$ cat src/design/key_irq_latch.sv
`timescale 1ns/1ns
`default_nettype none

module key_irq_latch (
    input  wire        CLOCK_50,
    input  wire        KEY0,
    input  wire  [7:0] key_code,
    input  wire        key_pressed,
    input  wire        irq_ack,
    output logic [7:0] key_code_q,
    output logic [3:0] irq_vector
);

    logic key_event;

    // Code 0 means no printable key
    assign key_event = key_pressed & (key_code != 8'd0);

    always_ff @(posedge CLOCK_50 or negedge KEY0) begin
        if (!KEY0) begin
            key_code_q <= 8'd0;
            irq_vector <= 4'd0;
        end else begin
            if (key_event) begin
                key_code_q <= key_code;
                irq_vector <= 4'd1;
            end
            // Acknowledge wins over a press in the same cycle
            if (irq_vector != 4'd0 && irq_ack)
                irq_vector <= 4'd0;
        end
    end

endmodule

`default_nettype wire

$ cat config.mk
export PLATFORM = sky130hd
export DESIGN_NAME = key_irq_latch
export DESIGN_NICKNAME = d
export VERILOG_FILES = /design/src/design/key_irq_latch.sv
export SDC_FILE = /design/constraint.sdc
export NUM_CORES = 1
export LEC_CHECK = 0
export CORE_AREA = 3 3 40 42
export CTS_BUF_LIST = sky130_fd_sc_hd__clkbuf_8
export DETAILED_ROUTE_END_ITERATION = 10
export DIE_AREA = 0 0 43 45
export DONT_BUFFER_PORTS = 1
export MAX_ROUTING_LAYER = met4
export PLACE_DENSITY_LB_ADDON = 0.08
export SYNTH_ARGS = -nofsm -noshare
export SYNTH_HDL_FRONTEND = slang
export SYNTH_SLANG_ARGS = --single-unit
export TNS_END_PERCENT = 30
$ cat constraint.sdc
create_clock -name CLOCK_50 -period 0.9 [get_ports CLOCK_50]
set_clock_uncertainty 0.15 [all_clocks]
set_input_delay 0.09 -clock CLOCK_50 [delete_from_list [all_inputs] [get_ports CLOCK_50]]
set_output_delay 0.09 -clock CLOCK_50 [all_outputs]
set_load 0.05 [all_outputs]
==> metrics, run 1 <==
minimum clock period 1.03 ns; Static Leak 0.000306 uW; Antenna diodes 0; Post-DRT Antenna Nets 0; clock sinks 9; met2 wire len 476 um; Hold Crit Class primary input to flop; Post-Synthesis Cell Area 374 um^2; largest net degree at the start of global routing 11; Synth Area per Inst 14.4 um^2; most common cell in the netlist dfrtp_1; commonest cells in the netlist dfrtp_1 (9), a22o_1 (8), buf_4 (3); Final Hold Fails 9; first-pass GRT wire length 1500 um; vias in the first global route 340; Logic pwr share 28.7%; status finished with violations; RSZ-0062 raised after global routing true; die area 1940 um^2; dpl ws -0.403 ns; R2R Setup Slk -0.08 ns; vias after detailed routing 321; Warnings, synthesis 0; IO Port Bufs 0; wl on met1 341 um; Non-Filler Instances 66; Req. time, crit path 0.66 ns; Final Cell Area 654 um^2; Max-Cap Viols 0; drt pass-1 iters 1; CTS tree yes; Cells after Synth 26; post-route clock period utilization 114%; Reg power frac 36.7%; Synth top area share 60.2%; failing checks hold timing, setup timing; arrival time worst endpoint 0.79 ns; GRT Util Overall 12.3%; distinct cell type count of the synthesized netlist 8; initial antenna violation count 0; met3 wire len 111 um; slowest stage cell, crit path dfrtp_1; largest area contributor in the netlist dfrtp_1; crit path capture type output port; Setup crit start kind flop; die height 45 um; num rows 13; DRC violations left 0; clock buffer depth 2; worst r2r dst key_code_q[0]; critical path, cell by cell buf_6; Internal Power 892 uW; WL final 962 um; Seq/Total Area, Yosys 60.2%; Synth area leaders dfrtp_1 (60%), a22o_1 (19%), buf_4 (6.0%), or4_4 (6.0%), o21ai_4 (4.3%); uppermost routed layer met4; layout cells sized above 1 41.2%; R2R depth 2; Seq cells post-synth 9; crit-path max FO 2; Worst Hold Depth 1; fin nets 64; DR iter-0 viols 0; buffers plus inverters on the worst setup path 1; Hold WS -0.147 ns; Placed Instance Area 442 um^2; maximum vdd drop 1060 uV; GPL Wtd Cong 0.718; P_sw 388 uW; clock power share 34.6%; Post-synth EDFFs 0; Worst Hold Path EP key_code_q[6]; crit-path leading delay family flip-flops; critical path class flop to output port; Worst-Skew Late Latency 0.23 ns; Die X 43 um; Critical R2R Launch key_code_q[0]; fmax 975 MHz; setup TNS -1.92 ns; final setup margin -0.125 ns; Power Dens Cells 1960 nW/um^2; routed len/inst 14.6 um; initial core utilization 29.1%; Reg clk slew, reported paths 0.04 ns; final setup violating endpoints 18; GRT overflow 0; min-delay src key_pressed; Ports 24; CP max stage delay 0.39 ns; cts bufs inserted 3; core area 1280 um^2; Max H-tree Level 1; Sw Ratio 30.3%; Root Driver clkbuf_8; fin. max-slew vios 0; Primary FF master, synth dfrtp_1; Vias/cell 4.86; P&R area growth vs syn 74.9%; ys async rst share 100%; Cells after DPL 48; hold-fix buffers at CTS 8
[registers in the layout, summed over array words and instances, names as in the netlist]
name        cells
irq_vector      1
key_code_q      8
[through the flow]
stage	total power [uW]	utilization [%]	hold slack, ns
after floorplan	686	-	-0.356
after global placement	741	34.4	-0.355
after detailed placement	744	34.4	-0.355
after CTS	1290	50.3	-0.149
after global routing	1340	50.9	-0.154
final	1280	50.9	-0.147
[logic make-up (layout without fill, tap and decap cells)]
group	Yosys count	count (layout)	synth area share, %
compound gates	9	10	23.1
other cells	1	3	1.00
mux	1	1	2.68
flops	9	9	60.2
simple gates	2	2	6.02
buf+inv	4	26	7.02
[routing by layer]
metal,global-route usage (%),up-vias
met4,10.8,0
met2,17.4,15
met5,-,-
li1,-,145
met1,12.1,157
met3,6.77,4
[worst max path at each step]
| stage | start | end | slack (ns) | depth (start not counted) |
|---|---|---|---|---|
| 2_1_floorplan | key_code[1] | irq_vector[0] | -0.33 | 3 |
| 3_3_place_gp | key_code[1] | key_code_q[5] | -0.37 | 3 |
| 3_5_place_dp | key_code[1] | irq_vector[0] | -0.40 | 3 |
| 4_1_cts | key_code_q[3] | key_code_q[3] | -0.12 | 1 |
| 5_1_grt | key_code_q[0] | key_code_q[0] | -0.15 | 1 |
| 6_report | key_code_q[0] | key_code_q[0] | -0.13 | 1 |
[final cells by class]
class / instances / area, um^2
Timing Repair Buffer: 22 / 219
Multi-Input combinational cell: 16 / 146
Clock inverter: 1 / 3.75
Sequential cell: 9 / 225
Tap cell: 15 / 18.8
Fill cell: 122 / 631
Clock buffer: 3 / 41.3
[power by group through the flow]
stage | logic [uW] | clock network (uW) | registers [uW]
6_report | 367 | 443 | 470
5_1_grt | 382 | 483 | 475
4_1_cts | 364 | 456 | 470
3_5_place_dp | 274 | 0 | 471
3_3_place_gp | 272 | 0 | 469
2_1_floorplan | 87.0 | 0 | 599
[layout by cell type (no fill, tap or decap)]
master	count
a22o_1	8
buf_4	5
dlygate4sd3_1	8
conb_1	3
or4_4	2
clkbuf_8	3
buf_6	9
mux2i_1	1
inv_1	1
dfrtp_1	9
o21ai_4	2
[timing repair]
action,CTS,global route
setup buffers,4,1
pin swaps,9,3
gates resized for setup,10,0
endpoints found under the setup margin,18,18
endpoints found under the hold margin,18,9
gates cloned,1,0
(Power assumes the default switching activity.)
==> inputs of run 2 (changes only) <==
--- a/config.mk
+++ b/config.mk
@@ -5,6 +5,7 @@
 export SDC_FILE = /design/constraint.sdc
 export NUM_CORES = 1
 export LEC_CHECK = 0
+export CAP_MARGIN = 20
 export CORE_AREA = 3 3 40 42
 export CTS_BUF_LIST = sky130_fd_sc_hd__clkbuf_8
 export DETAILED_ROUTE_END_ITERATION = 10
==> constraint.sdc (replaced) <==
create_clock -name CLOCK_50 -period 1.28 [get_ports CLOCK_50]
set_clock_uncertainty 0.15 [all_clocks]
set_input_delay 0.128 -clock CLOCK_50 [delete_from_list [all_inputs] [get_ports CLOCK_50]]
set_output_delay 0.128 -clock CLOCK_50 [all_outputs]
set_load 0.05 [all_outputs]
==> run 2 against run 1 <==
  * The flow finishes with violations (hold timing)
  * Global-route usage down 0.61 points
  * Critical endpoint is now key_code_q[2]
  * Largest cell class unchanged
  * Final area down 13%
  * Sequential power down 30%
  * Sequential share of layout area up 5.3 points
==> metrics, run 2 (same netlist as run 1, synthesis figures left out) <==
slowest stage cell, crit path or4_4; met3 wire len 117 um; wl on met1 311 um; CTS-repair resized insts 0; Power Dens Cells 1500 nW/um^2; initial antenna violation count 0; Reg clk slew, reported paths 0.04 ns; vias in the first global route 319; cts bufs inserted 3; Root Driver clkbuf_8; largest net degree at the start of global routing 10; Critical R2R Launch key_code_q[3]; R2R Setup Slk 0.43 ns; CP max stage delay 0.53 ns; Hold WS -0.107 ns; Die X 43 um; Total Power 852 uW; critical path, cell by cell or4_4 > o21ai_4 > a22o_1; Fill cells 130; fmax 914 MHz; clock buffer depth 2; WL final 890 um; initial core utilization 29.1%; Setup crit start key_code[1]; status finished with violations; GRT overflow 0; Worst Hold Depth 1; first-pass GRT wire length 1440 um; Antenna diodes 0; num rows 13; crit-path leading delay family simple AND/OR/NAND/NOR gates; RSZ-0062 raised after global routing false; Worst-Skew Late Latency 0.23 ns; worst r2r dst key_code_q[3]; Regs by FF count key_code_q x8, irq_vector x1; DRC violations left 0; largest reg by FF count key_code_q; fin nets 58; clock sinks 9; routed len/inst 14.8 um; DR iter-0 viols 4; crit-path max FO 9; total setup buffers inserted after CTS 0; min-delay src key_pressed; hold-fix buffers at CTS 8; Worst Hold Path EP key_code_q[6]; met2 wire len 445 um; setup TNS 0 ns; drt pass-1 iters 3; post-route clock period utilization 85.5%; Post-DRT Antenna Nets 0; maximum vdd drop 686 uV; layout cells sized above 1 33.3%; most frequent cells in the layout dfrtp_1 (9), buf_4 (9), a22o_1 (8), dlygate4sd3_1 (8); GPL Wtd Cong 0.718; Final Hold Fails 9; fin util 44.1%; CTS tree yes; buffers plus inverters on the worst setup path 0; core area 1280 um^2; die height 45 um; crit path capture type flop; Vias/cell 4.88; Max-Cap Viols 0; Static Leak 0.000268 uW; uppermost routed layer met4; die area 1940 um^2; fin. max-slew vios 0; arrival time worst endpoint 1.11 ns; Hold Crit Class primary input to flop; Req. time, crit path 1.29 ns; P&R area growth vs syn 51.5%; Setup crit start kind primary input; minimum clock period 1.09 ns; GRT Util Overall 11.7%; max reg flops 8; critical path class primary input to flop; Ports 24; R2R depth 1; failing checks hold timing; final setup violating endpoints 0; IO Port Bufs 0; Max H-tree Level 1; vias after detailed routing 293
run 2: cell types whose count changed in the layout (fill, tap and decap cells not counted):
cell     before  now
buf_6         9    0
buf_4         5    9
o21ai_4       2    1
run 2: where the power goes:
group | internal, uW | leakage (uW) | switching [uW]
Sequential | 312 | 0.000109 | 14.8
Clock | 208 | 0.0000269 | 101
Combinational | 72.3 | 0.000132 | 144
Total | 592 | 0.000268 | 260
run 2: through the flow:
step / setup WS, ns / cell area (um^2) / instances / hold WS [ns]
floorplan: 0.00733 / 382 / 28 / -0.318
global placement: -0.0313 / 442 / 48 / -0.317
detailed placement: -0.0610 / 442 / 48 / -0.317
CTS: 0.181 / 567 / 60 / -0.111
global route: 0.149 / 567 / 60 / -0.117
finish: 0.186 / 567 / 60 / -0.107
run 2: routing by layer:
| metal | GRT usage [%] | vias up |
|---|---|---|
| li1 | - | 133 |
| met1 | 11.3 | 144 |
| met2 | 16.5 | 14 |
| met3 | 7.57 | 2 |
| met4 | 9.04 | 0 |
| met5 | - | - |
run 2: cell type report:
type / instances / area [um^2] / area share (%)
clock buffer: 3 / 41.3 / 7.28
clock inverter: 1 / 3.75 / 0.662
multi-input combinational: 15 / 130 / 23.0
sequential: 9 / 225 / 39.7
tap: 15 / 18.8 / 3.31
timing repair buffer: 17 / 148 / 26.0
run 2: how the worst max path moves through the flow:
stage	end	slack (ns)	cells after the start
3_3_place_gp	key_code_q[5]	-0.03	3
6_report	key_code_q[2]	0.19	3
3_5_place_dp	irq_vector[0]	-0.06	3
4_1_cts	key_code_q[2]	0.18	3
5_1_grt	key_code_q[5]	0.15	3
2_1_floorplan	irq_vector[0]	0.007	3
