$ cat src/design/mmio_pkg.sv
`default_nettype none

package mmio_pkg;

    // Address map
    localparam logic [63:0] RAM_BASE      = 64'h0000_0000_0000_2000;
    localparam logic [63:0] KEY_ADDR      = 64'h0000_0000_1000_0000;
    localparam logic [63:0] UART_ADDR     = 64'h0000_0000_1000_0008;
    localparam logic [63:0] SD_ADDR_REG   = 64'h0000_0000_1000_0010;
    localparam logic [63:0] SD_READ_REG   = 64'h0000_0000_1000_0018;
    localparam logic [63:0] SD_READY_REG  = 64'h0000_0000_1000_0020;
    localparam logic [63:0] SD_AVAIL_REG  = 64'h0000_0000_1000_0028;
    localparam logic [63:0] SD_CACHE_BASE = 64'h0000_0000_1000_1000;
    localparam int          SECTOR_BYTES  = 512;

    // Load and store types in funct3 coding
    typedef enum logic [2:0] {
        ACC_LB  = 3'b000,
        ACC_LH  = 3'b001,
        ACC_LW  = 3'b010,
        ACC_LD  = 3'b011,
        ACC_LBU = 3'b100,
        ACC_LHU = 3'b101,
        ACC_LWU = 3'b110
    } access_size_e;

    // Stores reuse the signed load codes
    localparam access_size_e ACC_SB = ACC_LB;
    localparam access_size_e ACC_SH = ACC_LH;
    localparam access_size_e ACC_SW = ACC_LW;
    localparam access_size_e ACC_SD = ACC_LD;

    typedef enum logic [3:0] {
        REG_NONE,
        REG_RAM,
        REG_KEY,
        REG_UART,
        REG_SD_ADDR,
        REG_SD_READ,
        REG_SD_READY,
        REG_SD_CACHE,
        REG_SD_AVAIL
    } region_e;

    // Wide enough for a RAM word index or a sector byte index
    function automatic int beat_index_width(input int ram_words);
        int ram_w;
        ram_w = $clog2(ram_words);
        return (ram_w > $clog2(SECTOR_BYTES)) ? ram_w : $clog2(SECTOR_BYTES);
    endfunction

endpackage

`default_nettype wire
$ cat src/design/bus_decode_stage.sv
`timescale 1ns/1ns
`default_nettype none

module bus_decode_stage
    import mmio_pkg::*;
#(
    parameter int RAM_WORDS = 1024,
    localparam int IDX_W = beat_index_width(RAM_WORDS)
) (
    input  wire                CLOCK_50,
    input  wire                KEY0,
    input  wire         [63:0] bus_address,
    input  wire         [63:0] bus_write_data,
    input  wire                bus_read_enable,
    input  wire                bus_write_enable,
    input  wire  access_size_e bus_read_type,
    input  wire  access_size_e bus_write_type,
    output logic               beat_valid,
    output logic               beat_write,
    output region_e            beat_region,
    output logic   [IDX_W-1:0] beat_index,
    output logic         [1:0] beat_byte_off,
    output access_size_e       beat_size,
    output logic        [31:0] beat_wdata,
    output logic               beat_hi,
    output logic               beat_last
);

    localparam int          CIDX_W    = $clog2(SECTOR_BYTES);
    localparam logic [63:0] RAM_END   = RAM_BASE + 64'(RAM_WORDS) * 64'd4;
    localparam logic [63:0] CACHE_END = SD_CACHE_BASE + 64'(SECTOR_BYTES);

    logic             strobe;
    access_size_e     req_size;
    region_e          req_region;
    logic [IDX_W-1:0] req_index;
    logic             req_aligned;
    logic             pend_hi;
    logic [31:0]      hi_wdata;

    assign strobe   = bus_read_enable | bus_write_enable;
    assign req_size = bus_write_enable ? bus_write_type : bus_read_type;

    always_comb begin
        if (bus_address >= RAM_BASE && bus_address < RAM_END)
            req_region = REG_RAM;
        else if (bus_address >= SD_CACHE_BASE && bus_address < CACHE_END)
            req_region = REG_SD_CACHE;
        else if (bus_address == KEY_ADDR)
            req_region = REG_KEY;
        else if (bus_address == UART_ADDR)
            req_region = REG_UART;
        else if (bus_address == SD_ADDR_REG)
            req_region = REG_SD_ADDR;
        else if (bus_address == SD_READ_REG)
            req_region = REG_SD_READ;
        else if (bus_address == SD_READY_REG)
            req_region = REG_SD_READY;
        else if (bus_address == SD_AVAIL_REG)
            req_region = REG_SD_AVAIL;
        else
            req_region = REG_NONE;
    end

    // Word index into RAM, otherwise byte index into the sector window
    always_comb begin
        if (req_region == REG_RAM)
            req_index = IDX_W'(bus_address[IDX_W+1:2] - RAM_BASE[IDX_W+1:2]);
        else
            req_index = IDX_W'(bus_address[CIDX_W-1:0] - SD_CACHE_BASE[CIDX_W-1:0]);
    end

    always_comb begin
        case (req_size)
            ACC_LB, ACC_LBU: req_aligned = 1'b1;
            ACC_LH, ACC_LHU: req_aligned = ~bus_address[0];
            default:         req_aligned = (bus_address[1:0] == 2'b00);
        endcase
    end

    always_ff @(posedge CLOCK_50 or negedge KEY0) begin
        if (!KEY0) begin
            beat_valid <= 1'b0;
            pend_hi    <= 1'b0;
        end else begin
            beat_valid <= strobe | pend_hi;
            pend_hi    <= strobe & (req_size == ACC_LD);
        end
    end

    // Second beat of a doubleword keeps region, size and direction
    always_ff @(posedge CLOCK_50) begin
        if (strobe) begin
            beat_write    <= bus_write_enable;
            beat_region   <= req_region;
            beat_index    <= req_index;
            beat_byte_off <= bus_address[1:0];
            beat_size     <= req_size;
            beat_wdata    <= bus_write_data[31:0];
            hi_wdata      <= bus_write_data[63:32];
            beat_hi       <= 1'b0;
            beat_last     <= (req_size != ACC_LD);
        end else if (pend_hi) begin
            beat_index <= beat_index + 1'b1;
            beat_wdata <= hi_wdata;
            beat_hi    <= 1'b1;
            beat_last  <= 1'b1;
        end
    end

    a_one_enable: assert property (@(posedge CLOCK_50) disable iff (!KEY0)
        !(bus_read_enable && bus_write_enable));

    // Requester leaves a gap after ld and sd
    a_no_strobe_hi: assert property (@(posedge CLOCK_50) disable iff (!KEY0)
        pend_hi |-> !strobe);

    a_aligned: assert property (@(posedge CLOCK_50) disable iff (!KEY0)
        strobe |-> req_aligned);

endmodule

`default_nettype wire

$ cat config.mk
export PLATFORM = sky130hd
export DESIGN_NAME = bus_decode_stage
export DESIGN_NICKNAME = d
export VERILOG_FILES = /design/src/design/mmio_pkg.sv /design/src/design/bus_decode_stage.sv
export SDC_FILE = /design/constraint.sdc
export NUM_CORES = 1
export LEC_CHECK = 0
export BUFFER_PORTS_ARGS = -buffer_cell sky130_fd_sc_hd__buf_2
export CAP_MARGIN = 20
export CORE_MARGIN = 5
export CORE_UTILIZATION = 31
export CTS_CLUSTER_DIAMETER = 150
export DETAILED_ROUTE_END_ITERATION = 6
export HOLD_SLACK_MARGIN = 0.06
export PLACE_DENSITY = 0.66
export SLEW_MARGIN = 20
export SYNTH_ARGS = -nofsm -noshare
export SYNTH_HDL_FRONTEND = slang
export SYNTH_SLANG_ARGS = --single-unit
$ cat constraint.sdc
create_clock -name CLOCK_50 -period 5.5 [get_ports CLOCK_50]
set_input_delay 0.275 -clock CLOCK_50 [delete_from_list [all_inputs] [get_ports CLOCK_50]]
set_output_delay 0.275 -clock CLOCK_50 [all_outputs]
set_load 0.03 [all_outputs]
==> results.sh <==
export IMPL_status="complete, no violations"
export IMPL_crit_required_ps=5580
export IMPL_clk_path_buf_depth=2
export IMPL_cts_hold_buf=1
export IMPL_die_h_um=120
export IMPL_finClkSkew_ps=5.81
export IMPL_drt_iter0_markers=192
export IMPL_powerDensity_nw_per_um2=323
export IMPL_path_delay_family="buffers and inverters"
export IMPL_critical_path_max_stage_delay_ps=770
export IMPL_grt_pass1_wl_mm=15.3
export IMPL_ys_types=40
export IMPL_synth_edf_count=85
export IMPL_gp_congestion=0.754
export IMPL_grt_setup_unrepaired="no"
export IMPL_start_kind="input pin"
export IMPL_routedWlPerCell_um=14.6
export IMPL_slew_headroom_pct=33.6
export IMPL_cts_tree="yes"
export IMPL_drive_above_1_share_pct=43.6
export IMPL_synth_async_sr_flop_share_pct=2.27
export IMPL_synth_warning_count=0
export IMPL_cts_root_buf="clkbuf_16"
export IMPL_grt_max_degree=51
export IMPL_ys_flop_type="edfxtp_1"
export IMPL_n_antenna_cell=0
export IMPL_cts_buffers=9
export IMPL_yosys_area_top_type="edfxtp_1"
export IMPL_synth_cells=305
export IMPL_crit_chain="buf_2 -> nor2_4 -> clkinv_2 -> buf_4 -> nand2_1 -> nand2_1"
export IMPL_synthTopCellsByArea="edfxtp_1 68%, nand2_1 11%, nor4_1 1.7%"
export IMPL_wirelength_mm=9.53
export IMPL_leakage_uw=0.00230
export IMPL_die_x_um=120
export IMPL_syn_num_nets=444
export IMPL_yosysSeqAreaShare_pct=70.2
export IMPL_std_cell_rows=40
export IMPL_nets=639
export IMPL_syn_to_final_growth_pct=37.9
export IMPL_fin_total_pwr_uw=1660
export IMPL_crit_top_cell="nand2_1"
export IMPL_crit_path_top_delay_cell="clkinv_2"
export IMPL_grt_pass1_vias=3188
export IMPL_worstPathArrival_ps=2620
export IMPL_path_buf_inv=3
export IMPL_period_minus_slack_ps=2530
export IMPL_synth_commonest_cells="114 x nand2_1, 85 x edfxtp_1, 13 x nor2_1"
export IMPL_antenna_found_initial=0
export IMPL_drt_vias_per_instance=4.62
export IMPL_port_buffers=192
export IMPL_place_inst=635
export IMPL_tns_ps=0
export IMPL_drv_slew=0
export IMPL_cts_sinks=88
export IMPL_hold_path_class="input pin to flop"
export IMPL_syn_area_sq_um=3730
export IMPL_min_period_over_period_pct=46.1
export IMPL_syn_area_per_cell_sq_um=12.2
export IMPL_core_sq_um=11900
export IMPL_ir_drop_mv=0.130
export IMPL_start_util_pct=31.3
export IMPL_grt_overflow_total=0
export IMPL_finalSetupViolations=0
export IMPL_ios=193
export IMPL_fin_cells=652
export IMPL_ant_nets=0
export IMPL_worstSetupPathType="input pin to flop"
export IMPL_drt_pass1_iter_count=4
export IMPL_grt_use_total_pct=13.5
export IMPL_ys_ff_latch=88
export IMPL_drc=0
export IMPL_worstSetupEndpointType="flop"
export IMPL_synth_top_cell_area_share_pct=68.4
export IMPL_htree_levels=3
export IMPL_postCtsSetupRepairBufs=0
export IMPL_synth_most_common_cell="nand2_1"
export IMPL_clk_insertion_delay_late_ps=330
export IMPL_place_hpwl_mm=7.53
export IMPL_cap_violations=0
export IMPL_max_freq_mhz=395
export IMPL_cts_resized=0
export IMPL_via_count=3014
export IMPL_hold_viol_final=0
export IMPL_tightest_slew_ps=996
export IMPL_path_max_fanout=50
export IMPL_die_area_sq_um=14300
export IMPL_clkTransAtPathRegs_ps=60
[flip-flops by register name (all words and copies together) (netlist names)]
signal / flops
beat_valid: 1
hi_wdata: 32
beat_index: 10
beat_write: 1
beat_byte_off: 2
beat_region: 4
beat_wdata: 32
beat_size: 3
beat_hi: 1
beat_last: 1
pend_hi: 1
[routing by layer]
| layer | wire (um) | vias up | part of all wire (%) | GRT usage [%] |
|---|---|---|---|---|
| li1 | - | 1495 | - | - |
| met1 | 3660 | 1387 | 38 | 14.8 |
| met2 | 5060 | 120 | 53 | 24.8 |
| met3 | 596 | 12 | 6.3 | 2.59 |
| met4 | 210 | 0 | 2.2 | 6.73 |
| met5 | 0 | - | 0 | 0 |
[where the power goes]
group	switching [uW]	internal [uW]	total, uW	leakage (uW)
sequential	20.8	808	829	0.000906
combinational	163	85.9	249	0.00126
clock	237	347	584	0.000138
[stage by stage]
step	hold WS (ps)	setup WS, ps	cell area, sq um	utilization, %
6_report	115	2970	5150	43.2
5_1_grt	97.1	2650	5150	43.2
4_1_cts	99.8	2890	5150	43.2
3_5_place_dp	65.1	2510	4850	40.7
3_3_place_gp	59.3	2600	4850	40.7
2_1_floorplan	-20.6	3160	3730	-
[worst paths after layout]
| path | depth (start not counted) | from | endpoint | slack (ps) |
|---|---|---|---|---|
| max in group asynchronous | 2 | KEY0 | pend_hi | 5160 |
| worst max register to register | 1 | pend_hi | beat_wdata[12] | 3830 |
| min in group asynchronous | 2 | KEY0 | beat_valid | 250 |
| worst min register to register | 2 | beat_hi | beat_hi | 480 |
| worst min-delay path | 1 | bus_write_data[60] | hi_wdata[28] | 120 |
| worst max-delay path | 6 | bus_write_enable | beat_wdata[11] | 2970 |
[layout make-up]
class                   count  area [sq um]
flip-flops and latches     88          2620
clock buffers               9           225
well taps                 147           184
multi-input cells         205          1070
clock inverters             7          62.6
repair buffers            194           978
inverters                   2          8.76
fillers                  1114          6760
[layout by cell type (no fill, tap or decap), types with 3 or more instances in the layout]
| cell | count |
|---|---|
| clkbuf_16 | 9 |
| nand2b_1 | 3 |
| nand4_1 | 7 |
| xnor2_1 | 3 |
| nand2_1 | 114 |
| edfxtp_1 | 85 |
| a21oi_1 | 3 |
| a31oi_1 | 5 |
| nor3_1 | 4 |
| buf_2 | 192 |
| nand3_1 | 3 |
| o21ai_0 | 5 |
| clkinv_1 | 3 |
| mux2_2 | 3 |
| xor2_1 | 5 |
| o211ai_1 | 4 |
| nor2_1 | 12 |
| nor4_1 | 10 |
[kinds of logic after synthesis]
group / Yosys count / synth area share (%)
AND/OR/NAND/NOR: 168 / 20.7
flip-flops: 88 / 70.2
AO/OA/AOI/OAI: 25 / 4.49
buffers and inverters: 12 / 1.44
XOR/XNOR: 8 / 1.88
multiplexers: 3 / 0.905
adder cells (fa/ha/maj): 1 / 0.335
Note: power is estimated with default switching activity, not from simulation.
