[config.mk]
export PLATFORM = sky130hd
export DESIGN_NAME = load_align_stage
export DESIGN_NICKNAME = d
export VERILOG_FILES = /design/src/design/mmio_pkg.sv /design/src/design/load_align_stage.sv
export SDC_FILE = /design/constraint.sdc
export NUM_CORES = 1
export LEC_CHECK = 0
export BUFFER_PORTS_ARGS = -buffer_cell sky130_fd_sc_hd__buf_2
export CAP_MARGIN = 20
export CORE_MARGIN = 5
export CORE_UTILIZATION = 30
export DETAILED_ROUTE_END_ITERATION = 10
export GPL_ROUTABILITY_DRIVEN = 0
export GPL_TIMING_DRIVEN = 0
export PLACE_DENSITY = 0.5
export SLEW_MARGIN = 10
export SYNTH_ARGS = -nofsm -noshare
export SYNTH_HDL_FRONTEND = slang
export SYNTH_SLANG_ARGS = --single-unit
export TNS_END_PERCENT = 1
[constraint.sdc]
create_clock -name CLOCK_50 -period 1.6 [get_ports CLOCK_50]
set_input_delay 0.24 -clock CLOCK_50 [delete_from_list [all_inputs] [get_ports CLOCK_50]]
set_output_delay 0.24 -clock CLOCK_50 [all_outputs]
set_load 0.01 [all_outputs]
[src/design/mmio_pkg.sv]
`default_nettype none

package mmio_pkg;

    // Address map
    localparam logic [63:0] RAM_BASE      = 64'h0000_0000_0000_2000;
    localparam logic [63:0] KEY_ADDR      = 64'h0000_0000_1000_0000;
    localparam logic [63:0] UART_ADDR     = 64'h0000_0000_1000_0008;
    localparam logic [63:0] SD_ADDR_REG   = 64'h0000_0000_1000_0010;
    localparam logic [63:0] SD_READ_REG   = 64'h0000_0000_1000_0018;
    localparam logic [63:0] SD_READY_REG  = 64'h0000_0000_1000_0020;
    localparam logic [63:0] SD_AVAIL_REG  = 64'h0000_0000_1000_0028;
    localparam logic [63:0] SD_CACHE_BASE = 64'h0000_0000_1000_1000;
    localparam int          SECTOR_BYTES  = 512;

    // Load and store types in funct3 coding
    typedef enum logic [2:0] {
        ACC_LB  = 3'b000,
        ACC_LH  = 3'b001,
        ACC_LW  = 3'b010,
        ACC_LD  = 3'b011,
        ACC_LBU = 3'b100,
        ACC_LHU = 3'b101,
        ACC_LWU = 3'b110
    } access_size_e;

    // Stores reuse the signed load codes
    localparam access_size_e ACC_SB = ACC_LB;
    localparam access_size_e ACC_SH = ACC_LH;
    localparam access_size_e ACC_SW = ACC_LW;
    localparam access_size_e ACC_SD = ACC_LD;

    typedef enum logic [3:0] {
        REG_NONE,
        REG_RAM,
        REG_KEY,
        REG_UART,
        REG_SD_ADDR,
        REG_SD_READ,
        REG_SD_READY,
        REG_SD_CACHE,
        REG_SD_AVAIL
    } region_e;

    // Wide enough for a RAM word index or a sector byte index
    function automatic int beat_index_width(input int ram_words);
        int ram_w;
        ram_w = $clog2(ram_words);
        return (ram_w > $clog2(SECTOR_BYTES)) ? ram_w : $clog2(SECTOR_BYTES);
    endfunction

endpackage

`default_nettype wire
[src/design/load_align_stage.sv]
`timescale 1ns/1ns
`default_nettype none

module load_align_stage
    import mmio_pkg::*;
(
    input  wire                CLOCK_50,
    input  wire                KEY0,
    input  wire                resp_valid,
    input  wire                resp_write,
    input  wire                resp_last,
    input  wire                resp_hi,
    input  wire                resp_raw,
    input  wire  access_size_e resp_size,
    input  wire          [1:0] resp_byte_off,
    input  wire         [31:0] resp_rdata,
    output logic        [63:0] bus_read_data,
    output logic               bus_read_done,
    output logic               bus_write_done
);

    logic        rd_beat;
    logic [31:0] shifted;
    logic [63:0] extended;
    logic [31:0] lo_word;

    assign rd_beat = resp_valid & ~resp_write;
    assign shifted = resp_rdata >> {resp_byte_off, 3'b000};

    always_comb begin
        case (resp_size)
            ACC_LB:  extended = {{56{shifted[7]}}, shifted[7:0]};
            ACC_LH:  extended = {{48{shifted[15]}}, shifted[15:0]};
            ACC_LW:  extended = {{32{shifted[31]}}, shifted};
            ACC_LBU: extended = {56'd0, shifted[7:0]};
            ACC_LHU: extended = {48'd0, shifted[15:0]};
            default: extended = {32'd0, shifted};
        endcase
        // Device registers come back as is
        if (resp_raw)
            extended = {32'd0, resp_rdata};
    end

    always_ff @(posedge CLOCK_50) begin
        // Low half of a doubleword waits for its partner
        if (rd_beat && !resp_last)
            lo_word <= resp_rdata;
        if (rd_beat && resp_last)
            bus_read_data <= resp_hi ? {resp_rdata, lo_word} : extended;
    end

    always_ff @(posedge CLOCK_50 or negedge KEY0) begin
        if (!KEY0) begin
            bus_read_done  <= 1'b0;
            bus_write_done <= 1'b0;
        end else begin
            bus_read_done  <= rd_beat & resp_last;
            bus_write_done <= resp_valid & resp_write & resp_last;
        end
    end

    // A split request always brings its high beat on the next cycle
    a_hi_follows: assert property (@(posedge CLOCK_50) disable iff (!KEY0)
        (resp_valid && !resp_last) |=> (resp_valid && resp_hi && resp_last));

endmodule

`default_nettype wire

==> results of run 1 <==
-- state kept, by name (all words and copies together), names as in the netlist --
| signal | cells |
|---|---|
| bus_write_done | 1 |
| bus_read_data | 64 |
| lo_word | 32 |
| bus_read_done | 1 |
-- Yosys cell counts, drive strengths merged --
cell type  instances  area [um^2]
a211oi             1        7.510
a21o              32        271.5
a21oi             19        95.09
a221o              8        80.08
a221oi             1        26.28
a22oi              1        7.510
a32oi              1        8.760
and3               1        6.260
and4b              1        10.01
buf                9        70.06
clkbuf            11        41.29
dfrtp              2        50.05
edfxtp            96         2883
inv                4        15.01
mux2               2        22.52
mux2i             16        160.2
nand2             10        37.54
nand2b             2        12.51
nand3b             1        7.510
nor2              13        51.30
nor2b              2        12.51
nor3               1        5.000
nor3b              2        15.01
o21a               2        15.01
o21ai             18        90.08
o21ba              7        70.07
o221a              1        11.26
o22ai             22        143.9
o2bb2ai            8        70.07
o311a              1        10.01
o31ai              2        42.54
or2                1        8.760
or3                1        11.26
xor2               1        8.760
-- stage by stage --
stage | setup TNS (ps) | util | instance area (um^2) | cells
6_report | 0 | 0.3838 | 5537 | 612
4_1_cts | 0 | 0.3836 | 5533 | 612
3_5_place_dp | -19030 | 0.3621 | 5223 | 595
5_1_grt | 0 | 0.3838 | 5537 | 612
3_3_place_gp | -75000 | 0.3583 | 5167 | 592
2_1_floorplan | -5198 | - | 4397 | 300
-- power groups by stage --
stage / logic, mW / clock network [mW] / registers, mW
2_1_floorplan: 0.352 / 0 / 3.07
3_3_place_gp: 0.668 / 0 / 3.03
3_5_place_dp: 0.689 / 0 / 3.03
4_1_cts: 0.692 / 2.26 / 2.98
5_1_grt: 0.751 / 2.38 / 2.98
6_report: 0.682 / 2.20 / 2.98
-- cell families (layout without fill, tap and decap cells) --
group,count (synthesis),count (layout),synth area share
DFF,98,98,0.6699
xor gates and xnor gates,1,1,0.002001
and+or+nand+nor,35,35,0.04058
AOI/OAI and AO/OA,124,124,0.2169
buffers and inverters,24,152,0.02886
muxes,18,18,0.04173
-- critical path, cell delays in order --
cell and delay (ps):
buf_2 160, mux2_2 410, a32oi_1 220, o22ai_2 200, buf_6 200, a21o_2 180
-- final cells by class --
type	instances	area, um^2	area share
flip-flops and latches	98	2933	0.5297
multi-input cells	178	1344	0.2427
repair buffers	112	605.6	0.1094
clock buffers	12	246.5	0.04452
well taps	184	230.2	0.04158
plain buffers	20	111.4	0.02011
clock inverters	4	51.30	0.009266
inverters	4	15.01	0.002712
-- layer usage --
metal | up-vias | GRT usage | wire (um)
li1 | 1441 | - | -
met1 | 1435 | 0.1838 | 5054
met2 | 99 | 0.2137 | 5409
met3 | 24 | 0.03943 | 868
met4 | 2 | 0.05687 | 255
met5 | - | 0 | 13
-- worst min path at each step --
| stage | slack [ps] | to | start |
|---|---|---|---|
| 2_1_floorplan | -60 | bus_read_done$_DFF_PN0_ | KEY0 |
| 3_5_place_dp | 30 | bus_write_done$_DFF_PN0_ | KEY0 |
| 6_report | 110 | lo_word[0]$_DFFE_PP_ | resp_rdata[0] |
| 3_3_place_gp | 20 | bus_read_done$_DFF_PN0_ | KEY0 |
| 5_1_grt | 100 | lo_word[2]$_DFFE_PP_ | resp_rdata[2] |
| 4_1_cts | 90 | lo_word[1]$_DFFE_PP_ | resp_rdata[1] |
-- repair_timing --
action                                  CTS  global route
endpoints found under the setup margin    7            23
resized for setup                         1             1
endpoints found under the hold margin     2             0
hold buffers                              1             0
==> impl_metrics.json, run 1 <==
{
  "cp-end-kind": "flop",
  "tightestPinTransition_ps": 855.2,
  "coreArea_um2": 14420,
  "finalSetupViolCount": 0,
  "dr.pass1.iters": 4,
  "rsz0062_at_grt": "false",
  "antenna_found_initial": 1,
  "clkPwrFrac": 0.376,
  "clk_pin_slew_worst_paths_ps": 70,
  "pwr-share-comb": 0.116,
  "pwr-share-seq": 0.508,
  "synth_area_um2": 4378,
  "fp.dieW_um": 130.8,
  "via_count": 3001,
  "fill_cells": 1423,
  "num_rows": 44,
  "io_buffers": 108,
  "die_y_um": 130.8,
  "cp_max_fo": 10,
  "clkSinkCount": 98,
  "grt_pass1_wl_um": 17650,
  "fin_ws_ps": 77.15,
  "routedWlPerCell_um": 18.96,
  "worstReg2RegEnd": "bus_read_data[29]$_DFFE_PP_",
  "holdPathStages": 1,
  "cts_setup_buffers": 0,
  "area_growth_pct": 26.46,
  "p_int_mw": 4.492,
  "grt_pass1_vias": 3106,
  "cp.required_ps": 1700,
  "cp.arrival_ps": 1630,
  "crit_end": "bus_read_data[49]$_DFFE_PP_",
  "drc": 0,
  "grt_usage": 0.1385,
  "drv_cap": 0,
  "peakVddDrop_mv": 0.5545,
  "finalHoldViolations": 0,
  "total_power_mw": 5.860,
  "final_nets": 467,
  "reg2reg_from": "lo_word[29]$_DFFE_PP_",
  "hold_slack_ps": 108.8,
  "hp-class": "in2reg",
  "drt-total-wl_um": 11600,
  "cp-start-kind": "primary input",
  "p_leak_nw": 2.135,
  "worstRegToRegCells": 1,
  "synth.distinct_cells": 39,
  "crit_type": "in2reg",
  "syn_inst": 300,
  "antennaDiodeCount": 0,
  "max_freq_ghz": 0.6567,
  "dp_slack_ps": -397.2,
  "reg2reg_slack_ps": 630,
  "finalClockSkew_ps": 7.888,
  "clock_latency_ps": 350,
  "start_util": 0.3035,
  "final.period_utilization": 0.9518,
  "run_status": "finished clean",
  "ys_seq_area_frac": 0.6699,
  "ant_nets": 0,
  "syn_nets": 344,
  "grt_max_degree": 32,
  "clockBufferDepth": 2,
  "drt-vias-per-instance": 4.904,
  "drv_slew": 0,
  "relSlewSlack": 0.4293,
  "swShare": 0.2334,
  "cts_tree": "yes",
  "dieArea_um2": 17110,
  "fin_crit_ps": 1523,
  "ys_ff_latch": 98,
  "drt_iter0_drc": 179,
  "startpoint": "resp_byte_off[1]",
  "final_common_cell": "buf_2",
  "ys_warn_count": 0,
  "p_sw_mw": 1.368,
  "drive_gt1_frac": 0.4206,
  "cts_root_buffer": "clkbuf_16",
  "avgSynthCellArea_um2": 14.59,
  "htree_levels": 3,
  "ios": 110,
  "place.detailed.hpwl_um": 8600,
  "grt.overflow.total": 0,
  "cts_buffers": 9,
  "final_cell_mix": "buf_2, edfxtp_1, a21o_2, o22ai_1, a21oi_1",
  "power.density_nw_per_um2": 1058
}
(Power assumes the default switching activity.)
==> inputs of run 2 (changes only) <==
--- a/config.mk
+++ b/config.mk
@@ -12,8 +12,7 @@
 export DETAILED_ROUTE_END_ITERATION = 10
 export GPL_ROUTABILITY_DRIVEN = 0
 export GPL_TIMING_DRIVEN = 0
-export PLACE_DENSITY = 0.5
-export SLEW_MARGIN = 10
+export SLEW_MARGIN = 5
 export SYNTH_ARGS = -nofsm -noshare
 export SYNTH_HDL_FRONTEND = slang
 export SYNTH_SLANG_ARGS = --single-unit
==> constraint.sdc (replaced) <==
create_clock -name CLOCK_50 -period 1.4 [get_ports CLOCK_50]
set_input_delay 0.21 -clock CLOCK_50 [delete_from_list [all_inputs] [get_ports CLOCK_50]]
set_output_delay 0.21 -clock CLOCK_50 [all_outputs]
set_load 0.01 [all_outputs]
==> run 2 against run 1 <==
The run now ends with setup timing left. Register-to-register slack lost 210 ps. Wire length shrank 0.60%. Clock power rose by 4%. Non-clock buffer count increased by 1. Via count rose by 0.37%. Critical path depth down 1. Worst setup slack worse by 86 ps. Die area did not move. Power is 11% higher. Critical endpoint is now bus_read_data[23]$_DFFE_PP_. Largest cell class unchanged. Largest power group unchanged.
==> impl_metrics.json, run 2 (same netlist as run 1, synthesis figures left out) <==
{
  "peakVddDrop_mv": 0.6071,
  "grt_pass1_wl_um": 17310,
  "htree_levels": 3,
  "via_count": 3012,
  "p_leak_nw": 2.172,
  "drc": 0,
  "reg2reg_from": "lo_word[31]$_DFFE_PP_",
  "reg2reg_slack_ps": 420,
  "total_power_mw": 6.504,
  "cp.arrival_ps": 1500,
  "finalClockSkew_ps": 9.234,
  "power.density_nw_per_um2": 1162,
  "num_rows": 44,
  "final.period_utilization": 1.006,
  "antennaDiodeCount": 0,
  "dr.pass1.iters": 4,
  "hold_slack_ps": 89.23,
  "dieArea_um2": 17110,
  "fill_cells": 1408,
  "worstReg2RegEnd": "bus_read_data[31]$_DFFE_PP_",
  "final_cell_mix": "buf_2, edfxtp_1, a21o_2, o22ai_1, a21oi_1",
  "io_buffers": 108,
  "grt_max_degree": 35,
  "cp.required_ps": 1500,
  "finalSetupViolCount": 1,
  "regMostFlops": "bus_read_data",
  "area_growth_pct": 27.87,
  "drt-vias-per-instance": 4.914,
  "crit_type": "in2reg",
  "clock_latency_ps": 350,
  "die_y_um": 130.8,
  "clkSinkCount": 98,
  "run_status": "finished with violations",
  "holdPathStages": 1,
  "ios": 110,
  "grt_pass1_vias": 3105,
  "finalHoldViolations": 0,
  "cp_slowest_stage_delay_ps": 410,
  "final_common_cell": "buf_2",
  "tightestPinTransition_ps": 772.2,
  "cp-end-kind": "flop",
  "max_freq_ghz": 0.7100,
  "drv_cap": 0,
  "clockBufferDepth": 2,
  "drive_gt1_frac": 0.4429,
  "routedWlPerCell_um": 18.81,
  "antenna_found_initial": 0,
  "drt_iter0_drc": 192,
  "cts_tree": "yes",
  "clk_pin_slew_worst_paths_ps": 60,
  "final_nets": 468,
  "rsz0062_at_grt": "true",
  "largest_register_ffs": 64,
  "cts_root_buffer": "clkbuf_16",
  "cts_buffers": 9,
  "start_util": 0.3035,
  "place.detailed.hpwl_um": 8675,
  "cp-start-kind": "primary input",
  "slowest_stage": "a221oi_4",
  "fp.dieW_um": 130.8,
  "ant_nets": 0,
  "cp_max_fo": 8,
  "grt.overflow.total": 0,
  "fin_ws_ps": -8.424,
  "coreArea_um2": 14420,
  "grt_usage": 0.1364,
  "drv_slew": 0,
  "fin_crit_ps": 1408,
  "drt-total-wl_um": 11530,
  "violations": "setup timing",
  "hp-class": "in2reg",
  "path_cells": "buf_4, mux2_4, a221oi_4, o31ai_4, o221a_2",
  "hp-start": "resp_rdata[0]",
  "relSlewSlack": 0.4847,
  "worstRegToRegCells": 1,
  "holdPathEnd": "lo_word[0]$_DFFE_PP_",
  "reg_top3": "bus_read_data (64), lo_word (32)"
}
-- run 2: changes by cell type in the layout (fill, tap and decap cells not counted), moves of 2 or more --
cell      delta
mux2_4       +2
nor2_2       -2
buf_4        +2
nor2_4       +2
buf_2        -4
clkbuf_4     +2
inv_6        +3
clkbuf_1     -6
clkbuf_2     +5
mux2_2       -2
-- run 2: power by group --
| group | internal (mW) | switching, mW | total [mW] |
|---|---|---|---|
| combinational | 0.343 | 0.473 | 0.816 |
| clock | 1.21 | 1.07 | 2.29 |
| sequential | 3.37 | 0.0274 | 3.40 |
-- run 2: repair_timing --
item	CTS	global route
hold buffers	1	0
buffers inserted	0	1
gates resized for setup	6	23
endpoints found under the setup margin	54	56
pin swaps	0	3
endpoints found under the hold margin	2	0
-- run 2: layout make-up --
type / instances / area (um^2) / share of cell area
clock buffer: 10 / 229.0 / 0.04090
multi-input combinational: 178 / 1398 / 0.2497
clock inverter: 6 / 40.04 / 0.007152
tap: 184 / 230.2 / 0.04113
timing repair buffer: 113 / 630.6 / 0.1127
sequential: 98 / 2933 / 0.5239
inverter: 4 / 15.01 / 0.002682
buffer: 20 / 122.6 / 0.02190
-- run 2: worst max-delay path by stage --
stage | depth (start not counted) | endpoint | slack [ps] | start
finish | 5 | bus_read_data[23]$_DFFE_PP_ | -8 | resp_rdata[23]
global route | 5 | bus_read_data[23]$_DFFE_PP_ | -30 | resp_byte_off[1]
CTS | 5 | bus_read_data[28]$_DFFE_PP_ | -10 | resp_byte_off[1]
detailed placement | 5 | bus_read_data[14]$_DFFE_PP_ | -550 | resp_hi
global placement | 3 | bus_read_data[31]$_DFFE_PP_ | -820 | resp_last
floorplan | 2 | bus_read_data[0]$_DFFE_PP_ | -230 | resp_last
-- run 2: critical path, delay by kind of cell --
family	cells	cell delay (ps)
AOI/OAI and AO/OA	3	850
buffers and inverters	1	140
muxes	1	300
-- run 2: through the flow --
stage               cell area [um^2]  setup TNS, ps  cells  utilization  setup slack, ps
detailed placement              5239         -33570    595       0.3632           -552.5
floorplan                       4413         -22880    300            -           -225.2
global placement                5184        -100230    592       0.3594           -822.6
CTS                             5547         -30.85    612       0.3845           -14.10
finish                          5598         -8.424    613       0.3881           -8.424
global route                    5598         -35.87    613       0.3881           -31.81
-- run 2: routing by layer --
metal / vias to the layer above / GRT usage / routed length [um]
met5: - / 0 / 0
met4: 0 / 0.05687 / 165
met3: 10 / 0.03740 / 857
met2: 99 / 0.2228 / 5640
met1: 1456 / 0.1710 / 4868
li1: 1447 / - / -
==> inputs of run 3 (changes only) <==
--- a/config.mk
+++ b/config.mk
@@ -8,11 +8,12 @@
 export BUFFER_PORTS_ARGS = -buffer_cell sky130_fd_sc_hd__buf_2
 export CAP_MARGIN = 20
 export CORE_MARGIN = 5
-export CORE_UTILIZATION = 30
+export CORE_UTILIZATION = 40
 export DETAILED_ROUTE_END_ITERATION = 10
 export GPL_ROUTABILITY_DRIVEN = 0
 export GPL_TIMING_DRIVEN = 0
-export SLEW_MARGIN = 5
+export PLACE_DENSITY = 0.65
+export SETUP_SLACK_MARGIN = 0.2
 export SYNTH_ARGS = -nofsm -noshare
 export SYNTH_HDL_FRONTEND = slang
 export SYNTH_SLANG_ARGS = --single-unit
==> run 3 against run 2 <==
The run now ends clean. Critical path depth is 2 higher. Power down 7.0%. Register-to-register slack about the same. Sequential power is essentially flat. Core utilization grew 13 points. Hold slack lost 41 ps. Design area shrank 1.1%. Global-route usage rose by 2.8 points. Worst setup slack better by 49 ps. Count of clock-buffer cells in the layout is 1 lower. Critical endpoint is now bus_read_data[57]$_DFFE_PP_. Flip-flop and latch count unchanged. Combinational power is 1% higher.
==> impl_metrics.json, run 3 (same netlist as run 1, synthesis figures left out) <==
{
  "clkSinkCount": 98,
  "fp.dieW_um": 114.6,
  "run_status": "finished clean",
  "crit_type": "in2reg",
  "hp-class": "in2reg",
  "stdcell_count": 573,
  "dr.pass1.iters": 5,
  "grt_max_degree": 36,
  "antennaDiodeCount": 0,
  "reg2reg_from": "lo_word[31]$_DFFE_PP_",
  "final_nets": 473,
  "finalClockSkew_ps": 10.07,
  "die_y_um": 114.6,
  "ant_nets": 0,
  "power.density_nw_per_um2": 1092,
  "cp.required_ps": 1650,
  "holdPathStages": 1,
  "grt_pass1_vias": 3039,
  "reg2reg_slack_ps": 410,
  "grt_pass1_wl_um": 16510,
  "reg_top3": "bus_read_data (64), lo_word (32)",
  "drv_slew": 0,
  "htree_levels": 3,
  "grt_usage": 0.1641,
  "via_count": 3068,
  "drt-total-wl_um": 10760,
  "cp-start-kind": "primary input",
  "relSlewSlack": 0.4403,
  "final.period_utilization": 0.9712,
  "largest_register_ffs": 64,
  "fin_util": 0.5131,
  "holdPathEnd": "lo_word[7]$_DFFE_PP_",
  "post-place-cells": 550,
  "final_common_cell": "buf_2",
  "ios": 110,
  "finalSetupViolCount": 0,
  "worstRegToRegCells": 1,
  "antenna_found_initial": 0,
  "cp_max_fo": 5,
  "final_cell_mix": "buf_2, edfxtp_1, a21o_2, o22ai_1, a21oi_1",
  "drive_gt1_frac": 0.4550,
  "tns_ps": 0,
  "peakVddDrop_mv": 0.7105,
  "hp-start": "resp_rdata[7]",
  "clk_pin_slew_worst_paths_ps": 90,
  "start_util": 0.4056,
  "post-route-cell-area_um2": 5538,
  "area_growth_pct": 26.49,
  "cts_root_buffer": "clkbuf_8",
  "clockBufferDepth": 2,
  "drt_iter0_drc": 130,
  "drc": 0,
  "tightestPinTransition_ps": 838.7,
  "clock_latency_ps": 370,
  "cts_buffers": 9,
  "cts_tree": "yes",
  "drt-vias-per-instance": 5.354,
  "coreArea_um2": 10790,
  "hold_slack_ps": 48.18,
  "p_leak_nw": 2.171,
  "finalHoldViolations": 0,
  "worstReg2RegEnd": "bus_read_data[31]$_DFFE_PP_",
  "cp-end-kind": "flop",
  "num_rows": 38,
  "rsz0062_at_grt": "true",
  "io_buffers": 108,
  "drv_cap": 0,
  "grt.overflow.total": 0,
  "regMostFlops": "bus_read_data",
  "max_freq_ghz": 0.7355,
  "routedWlPerCell_um": 18.79,
  "cp.arrival_ps": 1610,
  "fin_crit_ps": 1360,
  "dieArea_um2": 13140,
  "place_area_um2": 5176,
  "place.detailed.hpwl_um": 7742
}
## run 3: stage by stage
| step | setup WS, ps | power, mW |
|---|---|---|
| 3_3_place_gp | -797.5 | 4.214 |
| 3_5_place_dp | -526.1 | 4.241 |
| 6_report | 40.36 | 6.045 |
| 4_1_cts | 26.81 | 6.058 |
| 2_1_floorplan | -225.2 | 3.914 |
| 5_1_grt | 39.76 | 6.280 |
## run 3: repair_timing
item	4_1_cts	5_1_grt
gates resized for setup	9	29
endpoints found under the hold margin	2	0
pin swaps	4	4
hold buffers	1	0
endpoints found under the setup margin	117	82
cloned	1	1
buffers inserted	1	4
## run 3: critical path: stages
cell	delay, ps
buf_2	150
or3_4	410
or2_4	270
o22ai_4	140
buf_4	140
buf_2	170
a21o_2	110
## run 3: report_power, final
part	switching [mW]	internal [mW]
sequential	0.0285	3.37
clock	0.997	0.824
combinational	0.470	0.355
total	1.50	4.55
## run 3: how the worst max path moves through the flow
stage | end | startpoint | slack [ps]
detailed placement | bus_read_data[14]$_DFFE_PP_ | resp_hi | -530
finish | bus_read_data[57]$_DFFE_PP_ | resp_size[2] | 40
floorplan | bus_read_data[0]$_DFFE_PP_ | resp_last | -230
CTS | bus_read_data[23]$_DFFE_PP_ | resp_rdata[23] | 30
global route | bus_read_data[39]$_DFFE_PP_ | resp_size[2] | 40
global placement | bus_read_data[55]$_DFFE_PP_ | resp_last | -800
## run 3: cell type report
type	instances	area (um^2)
buffer	20	138.9
sequential	98	2933
clock inverter	6	65.06
multi-input combinational	179	1419
clock buffer	9	123.9
timing repair buffer	117	668.1
fill	945	5255
tap	140	175.2
inverter	4	15.01
## run 3: metal layers
metal  vias to the layer above  wire [um]  track usage
met5                         -          0            0
met4                         0        189      0.05859
met3                        15        802      0.04123
met2                       117       5183       0.2623
met1                      1478       4590       0.2170
li1                       1458          -            -
